**config.mk**
```make
export PLATFORM = sky130hd
export DESIGN_NAME = load_store_unit
export DESIGN_NICKNAME = d
export VERILOG_FILES = /design/src/logic/lsu_mem_pkg.sv /design/src/logic/lsu_op_pkg.sv /design/src/logic/result_pipe.sv /design/src/logic/lsu_agu.sv /design/src/logic/lsu_bypass.sv /design/src/logic/load_unit.sv /design/src/logic/store_unit.sv /design/src/logic/load_store_unit.sv
export SDC_FILE = /design/constraint.sdc
export NUM_CORES = 1
export LEC_CHECK = 0
export BUFFER_PORTS_ARGS = -buffer_cell sky130_fd_sc_hd__buf_2
export CAP_MARGIN = 20
export CORE_AREA = 2 2 389 391
export DETAILED_ROUTE_END_ITERATION = 10
export DIE_AREA = 0 0 391 393
export GPL_ROUTABILITY_DRIVEN = 0
export HOLD_SLACK_MARGIN = 0.02
export SLEW_MARGIN = 40
export SYNTH_ARGS = -nofsm -noshare
export SYNTH_HDL_FRONTEND = slang
export SYNTH_SLANG_ARGS = --single-unit
```
**constraint.sdc**
```tcl
create_clock -name clk_i -period 5.3 [get_ports clk_i]
set_clock_uncertainty 0.05 [all_clocks]
set_input_delay 1.325 -clock clk_i [delete_from_list [all_inputs] [get_ports clk_i]]
set_output_delay 1.325 -clock clk_i [all_outputs]
set_load 0.05 [all_outputs]
```
**src/logic/lsu_mem_pkg.sv**
```systemverilog
// lsu memory side types

package lsu_mem_pkg;

    // ----------------------------------------------------------
    // widths
    // ----------------------------------------------------------
    // data path width
    localparam int unsigned XLEN = 64;
    // scoreboard tag width, carried with every write-back
    localparam int unsigned TRANS_ID_BITS = 3;

    // ----------------------------------------------------------
    // exceptions
    // ----------------------------------------------------------
    // only the two misaligned causes survive here
    typedef enum logic [XLEN-1:0] {
        EXC_NONE           = 64'd0,
        LD_ADDR_MISALIGNED = 64'd4,
        ST_ADDR_MISALIGNED = 64'd6
    } exc_cause_e;

    typedef struct packed {
        logic             valid;
        exc_cause_e       cause;
        // faulting address
        logic [XLEN-1:0]  tval;
    } lsu_exc_t;

    // ----------------------------------------------------------
    // memory port
    // ----------------------------------------------------------
    typedef struct packed {
        logic             req;
        logic             we;
        logic [XLEN-1:0]  addr;
        logic [7:0]       be;
        logic [XLEN-1:0]  wdata;
    } mem_req_t;

    // gnt is a level, rvalid a pulse one cycle after a granted read
    typedef struct packed {
        logic             gnt;
        logic             rvalid;
        logic [XLEN-1:0]  rdata;
    } mem_rsp_t;

    // ----------------------------------------------------------
    // write-back port
    // ----------------------------------------------------------
    typedef struct packed {
        logic                     valid;
        logic [TRANS_ID_BITS-1:0] trans_id;
        logic [XLEN-1:0]          result;
        lsu_exc_t                 ex;
    } lsu_wb_t;

endpackage

```
**src/logic/lsu_op_pkg.sv**
```systemverilog
// lsu operation types

package lsu_op_pkg;
    import lsu_mem_pkg::*;

    // ----------------------------------------------------------
    // unit select and operations
    // ----------------------------------------------------------
    typedef enum logic [1:0] {
        FU_NONE = 2'd0,
        LOAD    = 2'd1,
        STORE   = 2'd2
    } lsu_fu_e;

    typedef enum logic [3:0] {
        LB, LBU, LH, LHU, LW, LWU, LD,
        SB, SH, SW, SD
    } lsu_op_e;

    typedef enum logic [1:0] {
        SIZE_B = 2'd0,
        SIZE_H = 2'd1,
        SIZE_W = 2'd2,
        SIZE_D = 2'd3
    } access_size_e;

    // ----------------------------------------------------------
    // request bundles
    // ----------------------------------------------------------
    // what the issue stage hands over
    typedef struct packed {
        logic [XLEN-1:0]          operand_a;
        logic [XLEN-1:0]          imm;
        // store data
        logic [XLEN-1:0]          operand_b;
        lsu_fu_e                  fu;
        lsu_op_e                  op;
        logic [TRANS_ID_BITS-1:0] trans_id;
    } lsu_issue_t;

    // request as held in the bypass queue
    typedef struct packed {
        logic                     valid;
        logic [XLEN-1:0]          addr;
        logic [XLEN-1:0]          data;
        logic [7:0]               be;
        lsu_fu_e                  fu;
        lsu_op_e                  op;
        logic [TRANS_ID_BITS-1:0] trans_id;
    } lsu_ctrl_t;

    // access size of an operation
    function automatic access_size_e size_of_op(lsu_op_e op);
        case (op)
            LB, LBU, SB: return SIZE_B;
            LH, LHU, SH: return SIZE_H;
            LW, LWU, SW: return SIZE_W;
            default:     return SIZE_D;
        endcase
    endfunction

endpackage

```
**src/logic/result_pipe.sv**
```systemverilog
// write-back register chain

`timescale 1ns/10ps

module result_pipe import lsu_mem_pkg::*; #(
    parameter int unsigned Depth = 1
) (
    input  logic    clk_i,
    input  logic    rst_ni,
    input  lsu_wb_t d_i,
    output lsu_wb_t q_o
);

    if (Depth == 0) begin : g_wire
        assign q_o = d_i;
    end else begin : g_regs
        // valid bits reset, payload just follows
        logic [Depth-1:0] vld_q;
        logic [Depth-1:0] exv_q;
        lsu_wb_t          data_q [Depth];

        always_ff @(posedge clk_i or negedge rst_ni) begin
            if (!rst_ni) begin
                vld_q <= '0;
                exv_q <= '0;
            end else begin
                vld_q <= Depth'({vld_q, d_i.valid});
                exv_q <= Depth'({exv_q, d_i.ex.valid});
            end
        end

        always_ff @(posedge clk_i) begin
            data_q[0] <= d_i;
            for (int i = 1; i < Depth; i++) begin
                data_q[i] <= data_q[i-1];
            end
        end

        always_comb begin
            q_o          = data_q[Depth-1];
            q_o.valid    = vld_q[Depth-1];
            q_o.ex.valid = exv_q[Depth-1];
        end
    end

endmodule

```
**src/logic/lsu_agu.sv**
```systemverilog
// address generation unit

`timescale 1ns/10ps

module lsu_agu import lsu_mem_pkg::*; import lsu_op_pkg::*; #(
    parameter int unsigned AddrWidth = 39
) (
    input  logic       lsu_valid_i,
    input  lsu_issue_t lsu_issue_i,
    // current queue head, checked for alignment
    input  lsu_ctrl_t  head_i,
    output lsu_ctrl_t  req_o,
    output lsu_exc_t   misaligned_ex_o
);

    logic [XLEN-1:0] sum;
    logic [XLEN-1:0] addr;
    logic [7:0]      be;
    logic            misaligned;

    // ----------------------------------------------------------
    // address and byte enables
    // ----------------------------------------------------------
    // no translation, sum is cut to the physical width
    assign sum  = lsu_issue_i.operand_a + lsu_issue_i.imm;
    assign addr = XLEN'(sum[AddrWidth-1:0]);

    // lanes from low address bits and size
    always_comb begin
        case (size_of_op(lsu_issue_i.op))
            SIZE_B:  be = 8'h01 << addr[2:0];
            SIZE_H:  be = 8'h03 << addr[2:0];
            SIZE_W:  be = 8'h0f << addr[2:0];
            default: be = 8'hff;
        endcase
    end

    always_comb begin
        req_o          = '0;
        req_o.valid    = lsu_valid_i;
        req_o.addr     = addr;
        req_o.data     = lsu_issue_i.operand_b;
        req_o.be       = be;
        req_o.fu       = lsu_issue_i.fu;
        req_o.op       = lsu_issue_i.op;
        req_o.trans_id = lsu_issue_i.trans_id;
    end

    // ----------------------------------------------------------
    // misalignment of the head
    // ----------------------------------------------------------
    always_comb begin
        case (size_of_op(head_i.op))
            SIZE_H:  misaligned = head_i.addr[0];
            SIZE_W:  misaligned = |head_i.addr[1:0];
            SIZE_D:  misaligned = |head_i.addr[2:0];
            // bytes never misalign
            default: misaligned = 1'b0;
        endcase
    end

    // cause picked by unit, address as tval
    always_comb begin
        misaligned_ex_o = '0;
        if (head_i.valid && misaligned) begin
            if (head_i.fu == LOAD) begin
                misaligned_ex_o.valid = 1'b1;
                misaligned_ex_o.cause = LD_ADDR_MISALIGNED;
            end else if (head_i.fu == STORE) begin
                misaligned_ex_o.valid = 1'b1;
                misaligned_ex_o.cause = ST_ADDR_MISALIGNED;
            end
            misaligned_ex_o.tval = head_i.addr;
        end
    end

endmodule

```
**src/logic/lsu_bypass.sv**
```systemverilog
// two entry bypass queue

`timescale 1ns/10ps

module lsu_bypass import lsu_mem_pkg::*; import lsu_op_pkg::*; #(
    parameter int unsigned AddrWidth = 39
) (
    input  logic      clk_i,
    input  logic      rst_ni,
    input  lsu_ctrl_t req_i,
    input  logic      req_valid_i,
    input  logic      pop_ld_i,
    input  logic      pop_st_i,
    output lsu_ctrl_t ctrl_o,
    output logic      ready_o
);

    lsu_ctrl_t [1:0] mem_d, mem_q;
    logic            rd_ptr_d, rd_ptr_q;
    logic            wr_ptr_d, wr_ptr_q;
    logic [1:0]      cnt_d, cnt_q;
    logic            empty;
    lsu_ctrl_t       stored_head;

    assign empty   = (cnt_q == 2'd0);
    // new work only when nothing waits
    assign ready_o = empty;

    // ----------------------------------------------------------
    // pointer and count update
    // ----------------------------------------------------------
    always_comb begin
        mem_d    = mem_q;
        rd_ptr_d = rd_ptr_q;
        wr_ptr_d = wr_ptr_q;
        cnt_d    = cnt_q;
        // write first, a pop in the same cycle may hit this entry
        if (req_valid_i) begin
            mem_d[wr_ptr_q] = req_i;
            wr_ptr_d        = ~wr_ptr_q;
            cnt_d           = cnt_d + 2'd1;
        end
        // only one unit owns the head, so one pop at most
        if (pop_ld_i || pop_st_i) begin
            mem_d[rd_ptr_q].valid = 1'b0;
            rd_ptr_d              = ~rd_ptr_q;
            cnt_d                 = cnt_d - 2'd1;
        end
    end

    // ----------------------------------------------------------
    // head select
    // ----------------------------------------------------------
    // upper address bits are always zero, rebuilt on the way out
    always_comb begin
        stored_head      = mem_q[rd_ptr_q];
        stored_head.addr = XLEN'(mem_q[rd_ptr_q].addr[AddrWidth-1:0]);
    end

    // empty queue hands the incoming request straight through
    assign ctrl_o = empty ? req_i : stored_head;

    always_ff @(posedge clk_i or negedge rst_ni) begin
        if (!rst_ni) begin
            mem_q    <= '0;
            rd_ptr_q <= 1'b0;
            wr_ptr_q <= 1'b0;
            cnt_q    <= 2'd0;
        end else begin
            mem_q    <= mem_d;
            rd_ptr_q <= rd_ptr_d;
            wr_ptr_q <= wr_ptr_d;
            cnt_q    <= cnt_d;
        end
    end

endmodule

```
**src/logic/load_unit.sv**
```systemverilog
// load unit

`timescale 1ns/10ps

module load_unit import lsu_mem_pkg::*; import lsu_op_pkg::*; #(
    parameter int unsigned AddrWidth = 39
) (
    input  logic      clk_i,
    input  logic      rst_ni,
    input  lsu_ctrl_t ctrl_i,
    input  lsu_exc_t  ex_i,
    input  mem_rsp_t  mem_rsp_i,
    output mem_req_t  mem_req_o,
    output logic      pop_o,
    output lsu_wb_t   wb_o
);

    // one beat in flight, returned or excepted next cycle
    logic                     pend_q;
    logic [TRANS_ID_BITS-1:0] id_q;
    logic [2:0]               off_q;
    lsu_op_e                  op_q;
    lsu_exc_t                 ex_q;
    logic [XLEN-1:0]          shifted;
    logic [XLEN-1:0]          ext;

    // ----------------------------------------------------------
    // request
    // ----------------------------------------------------------
    // misaligned loads never touch memory
    always_comb begin
        mem_req_o      = '0;
        mem_req_o.req  = ctrl_i.valid && !ex_i.valid;
        mem_req_o.addr = XLEN'(ctrl_i.addr[AddrWidth-1:0]);
        mem_req_o.be   = ctrl_i.be;
    end

    assign pop_o = ctrl_i.valid && (ex_i.valid || mem_rsp_i.gnt);

    always_ff @(posedge clk_i or negedge rst_ni) begin
        if (!rst_ni) begin
            pend_q <= 1'b0;
        end else begin
            pend_q <= pop_o;
        end
    end

    // tag, offset and op for the returning beat
    always_ff @(posedge clk_i) begin
        if (pop_o) begin
            id_q  <= ctrl_i.trans_id;
            off_q <= ctrl_i.addr[2:0];
            op_q  <= ctrl_i.op;
            ex_q  <= ex_i;
        end
    end

    // ----------------------------------------------------------
    // align and extend
    // ----------------------------------------------------------
    assign shifted = mem_rsp_i.rdata >> {off_q, 3'b000};

    always_comb begin
        case (op_q)
            LB:      ext = {{(XLEN-8){shifted[7]}}, shifted[7:0]};
            LBU:     ext = {{(XLEN-8){1'b0}}, shifted[7:0]};
            LH:      ext = {{(XLEN-16){shifted[15]}}, shifted[15:0]};
            LHU:     ext = {{(XLEN-16){1'b0}}, shifted[15:0]};
            LW:      ext = {{(XLEN-32){shifted[31]}}, shifted[31:0]};
            LWU:     ext = {{(XLEN-32){1'b0}}, shifted[31:0]};
            default: ext = shifted;
        endcase
    end

    always_comb begin
        wb_o = '0;
        if (pend_q) begin
            wb_o.valid    = ex_q.valid || mem_rsp_i.rvalid;
            wb_o.trans_id = id_q;
            wb_o.result   = ex_q.valid ? '0 : ext;
            wb_o.ex       = ex_q;
        end
    end

endmodule

```
**src/logic/store_unit.sv**
```systemverilog
// store unit

`timescale 1ns/10ps

module store_unit import lsu_mem_pkg::*; import lsu_op_pkg::*; #(
    parameter int unsigned AddrWidth = 39
) (
    input  logic      clk_i,
    input  logic      rst_ni,
    input  lsu_ctrl_t ctrl_i,
    input  lsu_exc_t  ex_i,
    input  mem_rsp_t  mem_rsp_i,
    output mem_req_t  mem_req_o,
    output logic      pop_o,
    output lsu_wb_t   wb_o
);

    logic                     done_q;
    logic [TRANS_ID_BITS-1:0] id_q;
    lsu_exc_t                 ex_q;

    // data moved into its lanes, writes complete on grant
    always_comb begin
        mem_req_o       = '0;
        mem_req_o.req   = ctrl_i.valid && !ex_i.valid;
        mem_req_o.we    = 1'b1;
        mem_req_o.addr  = XLEN'(ctrl_i.addr[AddrWidth-1:0]);
        mem_req_o.be    = ctrl_i.be;
        mem_req_o.wdata = ctrl_i.data << {ctrl_i.addr[2:0], 3'b000};
    end

    assign pop_o = ctrl_i.valid && (ex_i.valid || mem_rsp_i.gnt);

    always_ff @(posedge clk_i or negedge rst_ni) begin
        if (!rst_ni) begin
            done_q <= 1'b0;
        end else begin
            done_q <= pop_o;
        end
    end

    always_ff @(posedge clk_i) begin
        if (pop_o) begin
            id_q <= ctrl_i.trans_id;
            ex_q <= ex_i;
        end
    end

    // completion, result always zero
    always_comb begin
        wb_o = '0;
        if (done_q) begin
            wb_o.valid    = 1'b1;
            wb_o.trans_id = id_q;
            wb_o.ex       = ex_q;
        end
    end

endmodule

```
**src/logic/load_store_unit.sv**
```systemverilog
// load store unit top

`timescale 1ns/10ps

module load_store_unit import lsu_mem_pkg::*; import lsu_op_pkg::*; #(
    parameter int unsigned AddrWidth       = 39,
    parameter int unsigned NrLoadPipeRegs  = 1,
    parameter int unsigned NrStorePipeRegs = 0
) (
    input  logic       clk_i,
    input  logic       rst_ni,
    // issue side
    input  logic       lsu_valid_i,
    input  lsu_issue_t lsu_issue_i,
    output logic       lsu_ready_o,
    // memory ports
    output mem_req_t   ld_mem_req_o,
    input  mem_rsp_t   ld_mem_rsp_i,
    output mem_req_t   st_mem_req_o,
    input  mem_rsp_t   st_mem_rsp_i,
    // write-back ports
    output lsu_wb_t    load_wb_o,
    output lsu_wb_t    store_wb_o
);

    lsu_ctrl_t new_req;
    lsu_ctrl_t head;
    lsu_ctrl_t ld_ctrl;
    lsu_ctrl_t st_ctrl;
    lsu_exc_t  misaligned_ex;
    logic      pop_ld;
    logic      pop_st;
    lsu_wb_t   ld_wb;
    lsu_wb_t   st_wb;

    // ----------------------------------------------------------
    // address stage and queue
    // ----------------------------------------------------------
    lsu_agu #(
        .AddrWidth (AddrWidth)
    ) i_agu (
        .lsu_valid_i     (lsu_valid_i),
        .lsu_issue_i     (lsu_issue_i),
        .head_i          (head),
        .req_o           (new_req),
        .misaligned_ex_o (misaligned_ex)
    );

    lsu_bypass #(
        .AddrWidth (AddrWidth)
    ) i_bypass (
        .clk_i       (clk_i),
        .rst_ni      (rst_ni),
        .req_i       (new_req),
        .req_valid_i (lsu_valid_i),
        .pop_ld_i    (pop_ld),
        .pop_st_i    (pop_st),
        .ctrl_o      (head),
        .ready_o     (lsu_ready_o)
    );

    // head goes to exactly one unit, picked by fu
    always_comb begin
        ld_ctrl       = head;
        ld_ctrl.valid = head.valid && (head.fu == LOAD);
        st_ctrl       = head;
        st_ctrl.valid = head.valid && (head.fu == STORE);
    end

    // ----------------------------------------------------------
    // units
    // ----------------------------------------------------------
    load_unit #(
        .AddrWidth (AddrWidth)
    ) i_load_unit (
        .clk_i     (clk_i),
        .rst_ni    (rst_ni),
        .ctrl_i    (ld_ctrl),
        .ex_i      (misaligned_ex),
        .mem_rsp_i (ld_mem_rsp_i),
        .mem_req_o (ld_mem_req_o),
        .pop_o     (pop_ld),
        .wb_o      (ld_wb)
    );

    store_unit #(
        .AddrWidth (AddrWidth)
    ) i_store_unit (
        .clk_i     (clk_i),
        .rst_ni    (rst_ni),
        .ctrl_i    (st_ctrl),
        .ex_i      (misaligned_ex),
        .mem_rsp_i (st_mem_rsp_i),
        .mem_req_o (st_mem_req_o),
        .pop_o     (pop_st),
        .wb_o      (st_wb)
    );

    // ----------------------------------------------------------
    // output pipes
    // ----------------------------------------------------------
    result_pipe #(
        .Depth (NrLoadPipeRegs)
    ) i_load_pipe (
        .clk_i  (clk_i),
        .rst_ni (rst_ni),
        .d_i    (ld_wb),
        .q_o    (load_wb_o)
    );

    result_pipe #(
        .Depth (NrStorePipeRegs)
    ) i_store_pipe (
        .clk_i  (clk_i),
        .rst_ni (rst_ni),
        .d_i    (st_wb),
        .q_o    (store_wb_o)
    );

endmodule

```
-- Yosys cells after proc, flatten, opt, wreduce, memory -nomap -nowiden
Memory sizes are Yosys's and may differ from the RTL's.
Cells that the tools add are included.
- bits in registers: 571
- bits in writable memories: 197
- ROM bits: 64
- input bits: 336
- output and inout bits: 671
- logic and storage cells: 102
- memories kept: 3
- $add $sub $neg: 3
- magnitude comparators: 4
- equality and inequality tests: 12
- shift operators: 5
- multiplexer cells: 23
- bitwise operators: 2
- reductions and logical operators: 19
- memories (memory ; words ; bits a word ; read ports ; clocked after Yosys merged registers in ; write ports ; line ; text):
    i_load_pipe.g_regs.data_q ; 1 ; 197 ; 1 ; 0 ; 1 ; result_pipe.sv:20 ; lsu_wb_t data_q [Depth];
    (name not given) ; 16 ; 2 ; 1 ; 0 ; 0 ; lsu_op_pkg.sv:54 ; case (op)
    (name not given) ; 16 ; 2 ; 1 ; 0 ; 0 ; lsu_op_pkg.sv:54 ;
- operators by type and width (cell ; number):
    $mux 146 ; 5
    $bwmux 292 ; 2
    $mux 292 ; 2
    $pmux 64 s6 ; 1
    $demux 146 s1 ; 2
    $mux 129 ; 2
    $mux 197 ; 1
    $mux 65 ; 2
    $mux 64 ; 1
    $shl 64x6->64 ; 1
    $shr 64x6->64 ; 1
    $add 39x39->39 ; 1
    $pmux 8 s3 ; 1
    $logic_and 1x1->1 ; 9
    $eq 2x2->1 const B ; 4
    $eq 4x2->1 const B ; 2
    $eq 4x3->1 const B ; 2
    $shl 1x3->8 const A ; 1
    $shl 2x3->8 const A ; 1
    $shl 4x3->8 const A ; 1
    $eq 2x1->1 const B ; 3
    $eq 4x1->1 const B ; 1
    $logic_not 2->1 ; 2
    $logic_not 4->1 ; 1
    other kinds (12) ; 19

-- Depth between registers and ports, before layout
An unclocked memory read counts as a cell.
- word-level depth: 13
- gate-level depth with buffers: 17
- gate-level depth less buffers: 12

-- Cells and area by module
From an unflattened synthesis, not the netlist that was laid out.
- cell total of the unflattened synthesis: 3365
- area, all modules: 37654.9 um^2
- by module, submodules not included (module ; times used ; cells each ; area an instance (um^2) ; sequential area each (um^2)):
    lsu_bypass ; 1 ; 968 ; 11925.2 ; 6155.9
    load_unit ; 1 ; 779 ; 8439.3 ; 4199.0
    store_unit ; 1 ; 655 ; 7831.3 ; 3988.8
    lsu_agu ; 1 ; 565 ; 3993.8 ; 0.0
    result_pipe at i_load_pipe ; 1 ; 199 ; 3968.8 ; 3953.8
    result_pipe at i_store_pipe ; 1 ; 197 ; 1478.9 ; 0.0
    load_store_unit ; 1 ; 2 ; 17.5 ; 0.0

-- Worst setup path after synthesis
No wires, ideal clock.
- kind: input to register
- start point: input port lsu_issue_i[73] in the netlist's numbering
- end point: register i_load_unit.ex_q[0] in the netlist's numbering, enable pin
- data arrival time: 5.126 ns
- slack: -0.336 ns
- stages on the path: 11
- cell sequence: ha_1 inv_1 fa_1 xnor2_2 a21oi_1 buf_4 inv_2 o22ai_1 o21ai_2 a31oi_1 nor2_1
- word-level cells in the longest chain between the ends: 8
- elaborated cells between the ends (all ways): 9
- RTL lines (item ; line ; text):
    from (decl) ; load_store_unit.sv:14 ; input lsu_issue_t lsu_issue_i,
    $add 39x39->39 * ; lsu_agu.sv:25 ; assign sum = lsu_issue_i.operand_a + lsu_issue_i.imm;
    $mux 146 * ; lsu_bypass.sv:61 ; assign ctrl_o = empty ? req_i : stored_head;
    $reduce_or 3->1 / $reduce_or 2->1 (equally long branches) ; lsu_agu.sv:56, lsu_agu.sv:55 ;
    $pmux 1 s3 * ; lsu_agu.sv:53 ; case (size_of_op(head_i.op))
    $logic_and 1x1->1 * ; lsu_agu.sv:65 ; if (head_i.valid && misaligned) begin
    $mux 129 * ; lsu_agu.sv:65 ;
    $logic_or 1x1->1 * ; load_unit.sv:38 ; assign pop_o = ctrl_i.valid && (ex_i.valid || mem_rsp_i.gnt);
    $logic_and 1x1->1 * ; load_unit.sv:38 ;
    named net i_bypass.pop_ld_i ; lsu_bypass.sv:12 ; input logic pop_ld_i,
    to (signal assigned) ; load_unit.sv:54 ; ex_q <= ex_i;
    to (decl) ; load_unit.sv:23 ; lsu_exc_t ex_q;
The timed path passes the listed nets; every way through them passes the cells marked *.
A chain may end at the register's enable or synchronous reset.

==> metrics.cfg <==
[run_status]
status=finished, violations left
violations=negative setup slack

[critical_path]
reg2reg_setup_slack_ns=1.48
end_kind=output pin
cp-start-kind=primary input
r2r-start=i_bypass.rd_ptr_q
crit_fanout=3
crit_required_ns=3.92
crit_type=primary input to output pin
worstPathArrival_ns=3.96
crit_start=lsu_issue_i[138]

[logic_synthesis]
synthTopCellsByArea=dfrtp_1, buf_4, edfxtp_1
syn_inst=3042
synth-seq-cells=453
synth_area_sq_um=27600
synth_flop_cell=dfrtp_1
ys_seq_area_share_pct=40.9
async_reset_ff_share_pct=55.2
synthDominantCellAreaShare_pct=22.7
synth_edf_count=95
ys_types=83
post-synth-top-area-cell=dfrtp_1
syn_avg_cell_area_sq_um=9.06
yosysWarnings=0

[min_path]
holdCritPathClass=flop to flop
min_from=i_load_unit.ex_q[13]

[floorplanning]
fp.dieW_um=391
num_io_pins=1007
initial_utilization_pct=18.5
rows=142
core-area_sq_um=149000
die_h_um=393
die_area_sq_um=154000

[global_routing]
grt_max_degree=81
grtUsageTotal_pct=12.2
grt_pass1_wl_mm=140
use_met2_pct=18.9
use_met1_pct=16.7
busiest_layer=met2
grt-ovfl-total=0
grtUsageMet3_pct=3.22
antenna_found_initial=40
grt_pass1_vias=21087

[run]
maxCapViolations=0

[routing]
drc_errors=0
firstDrtPassIters=5
antenna_left=0
vias=23038
detail_route.wl_per_cell_um=17.8
drtIter0Drc=1547
routed_wl_mm=99.3
viasPerCell=4.12

[clock_network]
clock_path_buffers=3
insertion_delay_ns=0.64
cts_tree=built
clk_pin_slew_ns=0.06
ctsHoldBuffers=0
cts.sinks=453
numCtsBuffers=55
ctsHtreeMaxLevel=2
ctsRootBufferMaster=clkbuf_16

[timing]
hold_violations=0
maxSlewViolCount=0
worst_pin_slew_ns=0.770
fin_crit_ns=5.34
slew_headroom_pct=48.5
rsz0062_at_grt=yes
fin_ws_ns=-0.0387
period_share_pct=101
max_freq_mhz=187
setup_viol=2

[layout]
drive_gt1_share_pct=30.4
nNetsFinal=3971
area_growth_pct=26.6

[placement]
io_buffers=537
dp_worst_setup_slack_ns=-0.497
hpwl_mm=75.8

-- critical path: stages --
cell and delay [ns]:
buf_8 0.10, ha_4 0.25, a21o_1 0.11, and4_1 0.20
o211ai_1 0.10, buf_4 0.16, a2111oi_4 0.40, o21a_2 0.29
buf_6 0.12, o211ai_1 0.17, nor4b_4 0.20, nor3_2 0.21
buf_6 0.17, buf_12 0.14
-- synth_stat cells, types with 12 or more instances --
cell type	number
dfxtp_1	108
dfrtp_1	250
a21o_1	20
o211ai_1	31
mux4_2	18
ha_1	44
clkbuf_1	102
xnor2_1	17
edfxtp_1	95
a211oi_1	57
a21oi_1	218
and2_1	93
xor2_1	21
buf_2	41
nor2b_1	64
nand4_1	12
nand2b_1	13
inv_1	31
mux2_2	97
buf_1	35
buf_4	455
o21ai_1	13
o22ai_1	13
nor2_1	171
nand2_1	504
mux2i_1	180
nor3_1	26
o21ai_0	180
-- cell type report --
class                      count  area, sq um
inverter                      37          143
clock inverter                32          355
antenna                        9         22.5
sequential                   453        11300
tap                         1944         2430
clock buffer                  71         1540
fill                       16177       114000
timing repair buffer         774         5120
multi-input combinational   2269        14000
-- routing by layer --
metal | wire, um | up-vias | share of wire [%]
li1 | - | 10716 | -
met1 | 42800 | 11073 | 43
met2 | 44600 | 1040 | 45
met3 | 8910 | 181 | 9.0
met4 | 2760 | 28 | 2.8
met5 | 178 | - | 0.18
-- repair_timing --
item | in CTS | in global routing
gates resized for setup | 78 | 82
pin swaps | 26 | 30
setup endpoints to repair | 60 | 42
hold endpoints to repair | 0 | 0
buffers inserted | 8 | 7
-- metrics by stage --
stage	setup TNS, ns	std cells	cell area, sq um	hold WS [ns]	util [%]
final	-0.0751	5589	34900	0.388	23.4
after global routing	-0.495	5581	34800	0.404	23.4
after CTS	-0.223	5572	34400	0.393	23.0
after detailed placement	-10.24	5461	32000	0.382	21.5
after global placement	-10.45	5460	32000	0.379	21.4
after floorplan	-0.427	3394	28900	0.376	-
-- cell families after synthesis --
group,count (synthesis),synth area share [%]
buffers and inverters,672,15.6
AO/OA/AOI/OAI,611,13.3
AND/OR/NAND/NOR,924,14.8
multiplexers,296,12.0
adder cells (fa/ha/maj),45,2.07
flip-flops,453,40.9
other,2,0.0273
XOR/XNOR,39,1.27
-- cells in the final DEF (no fill, tap or decap), types with 57 or more instances in the layout --
master / netlist / final
nor2_1: 171 / 165
a21oi_1: 218 / 188
nand2_1: 504 / 499
edfxtp_1: 95 / 95
conb_1: 2 / 354
and2_1: 93 / 92
mux2i_1: 180 / 178
clkbuf_16: 0 / 57
mux2_2: 97 / 96
dfrtp_1: 250 / 247
buf_2: 41 / 495
dfxtp_1: 108 / 108
buf_4: 455 / 211
o21ai_0: 180 / 158
nor2b_1: 64 / 61
-- worst paths after layout --
check / to / cells past startpoint
max in group asynchronous: asynchronous set/reset pin / 3
min in group asynchronous: asynchronous set/reset pin / 1
worst max register to register: i_store_unit.ex_q[33] / 9
worst max-delay path: ld_mem_req_o[103] / 14
worst min-delay path: i_load_pipe.g_regs.data_q[0][13] / 1
worst min register to register: i_load_pipe.g_regs.data_q[0][13] / 1
Power is not shown: default switching activity piles up to over one toggle a cycle in this logic, so the estimate is an artifact.
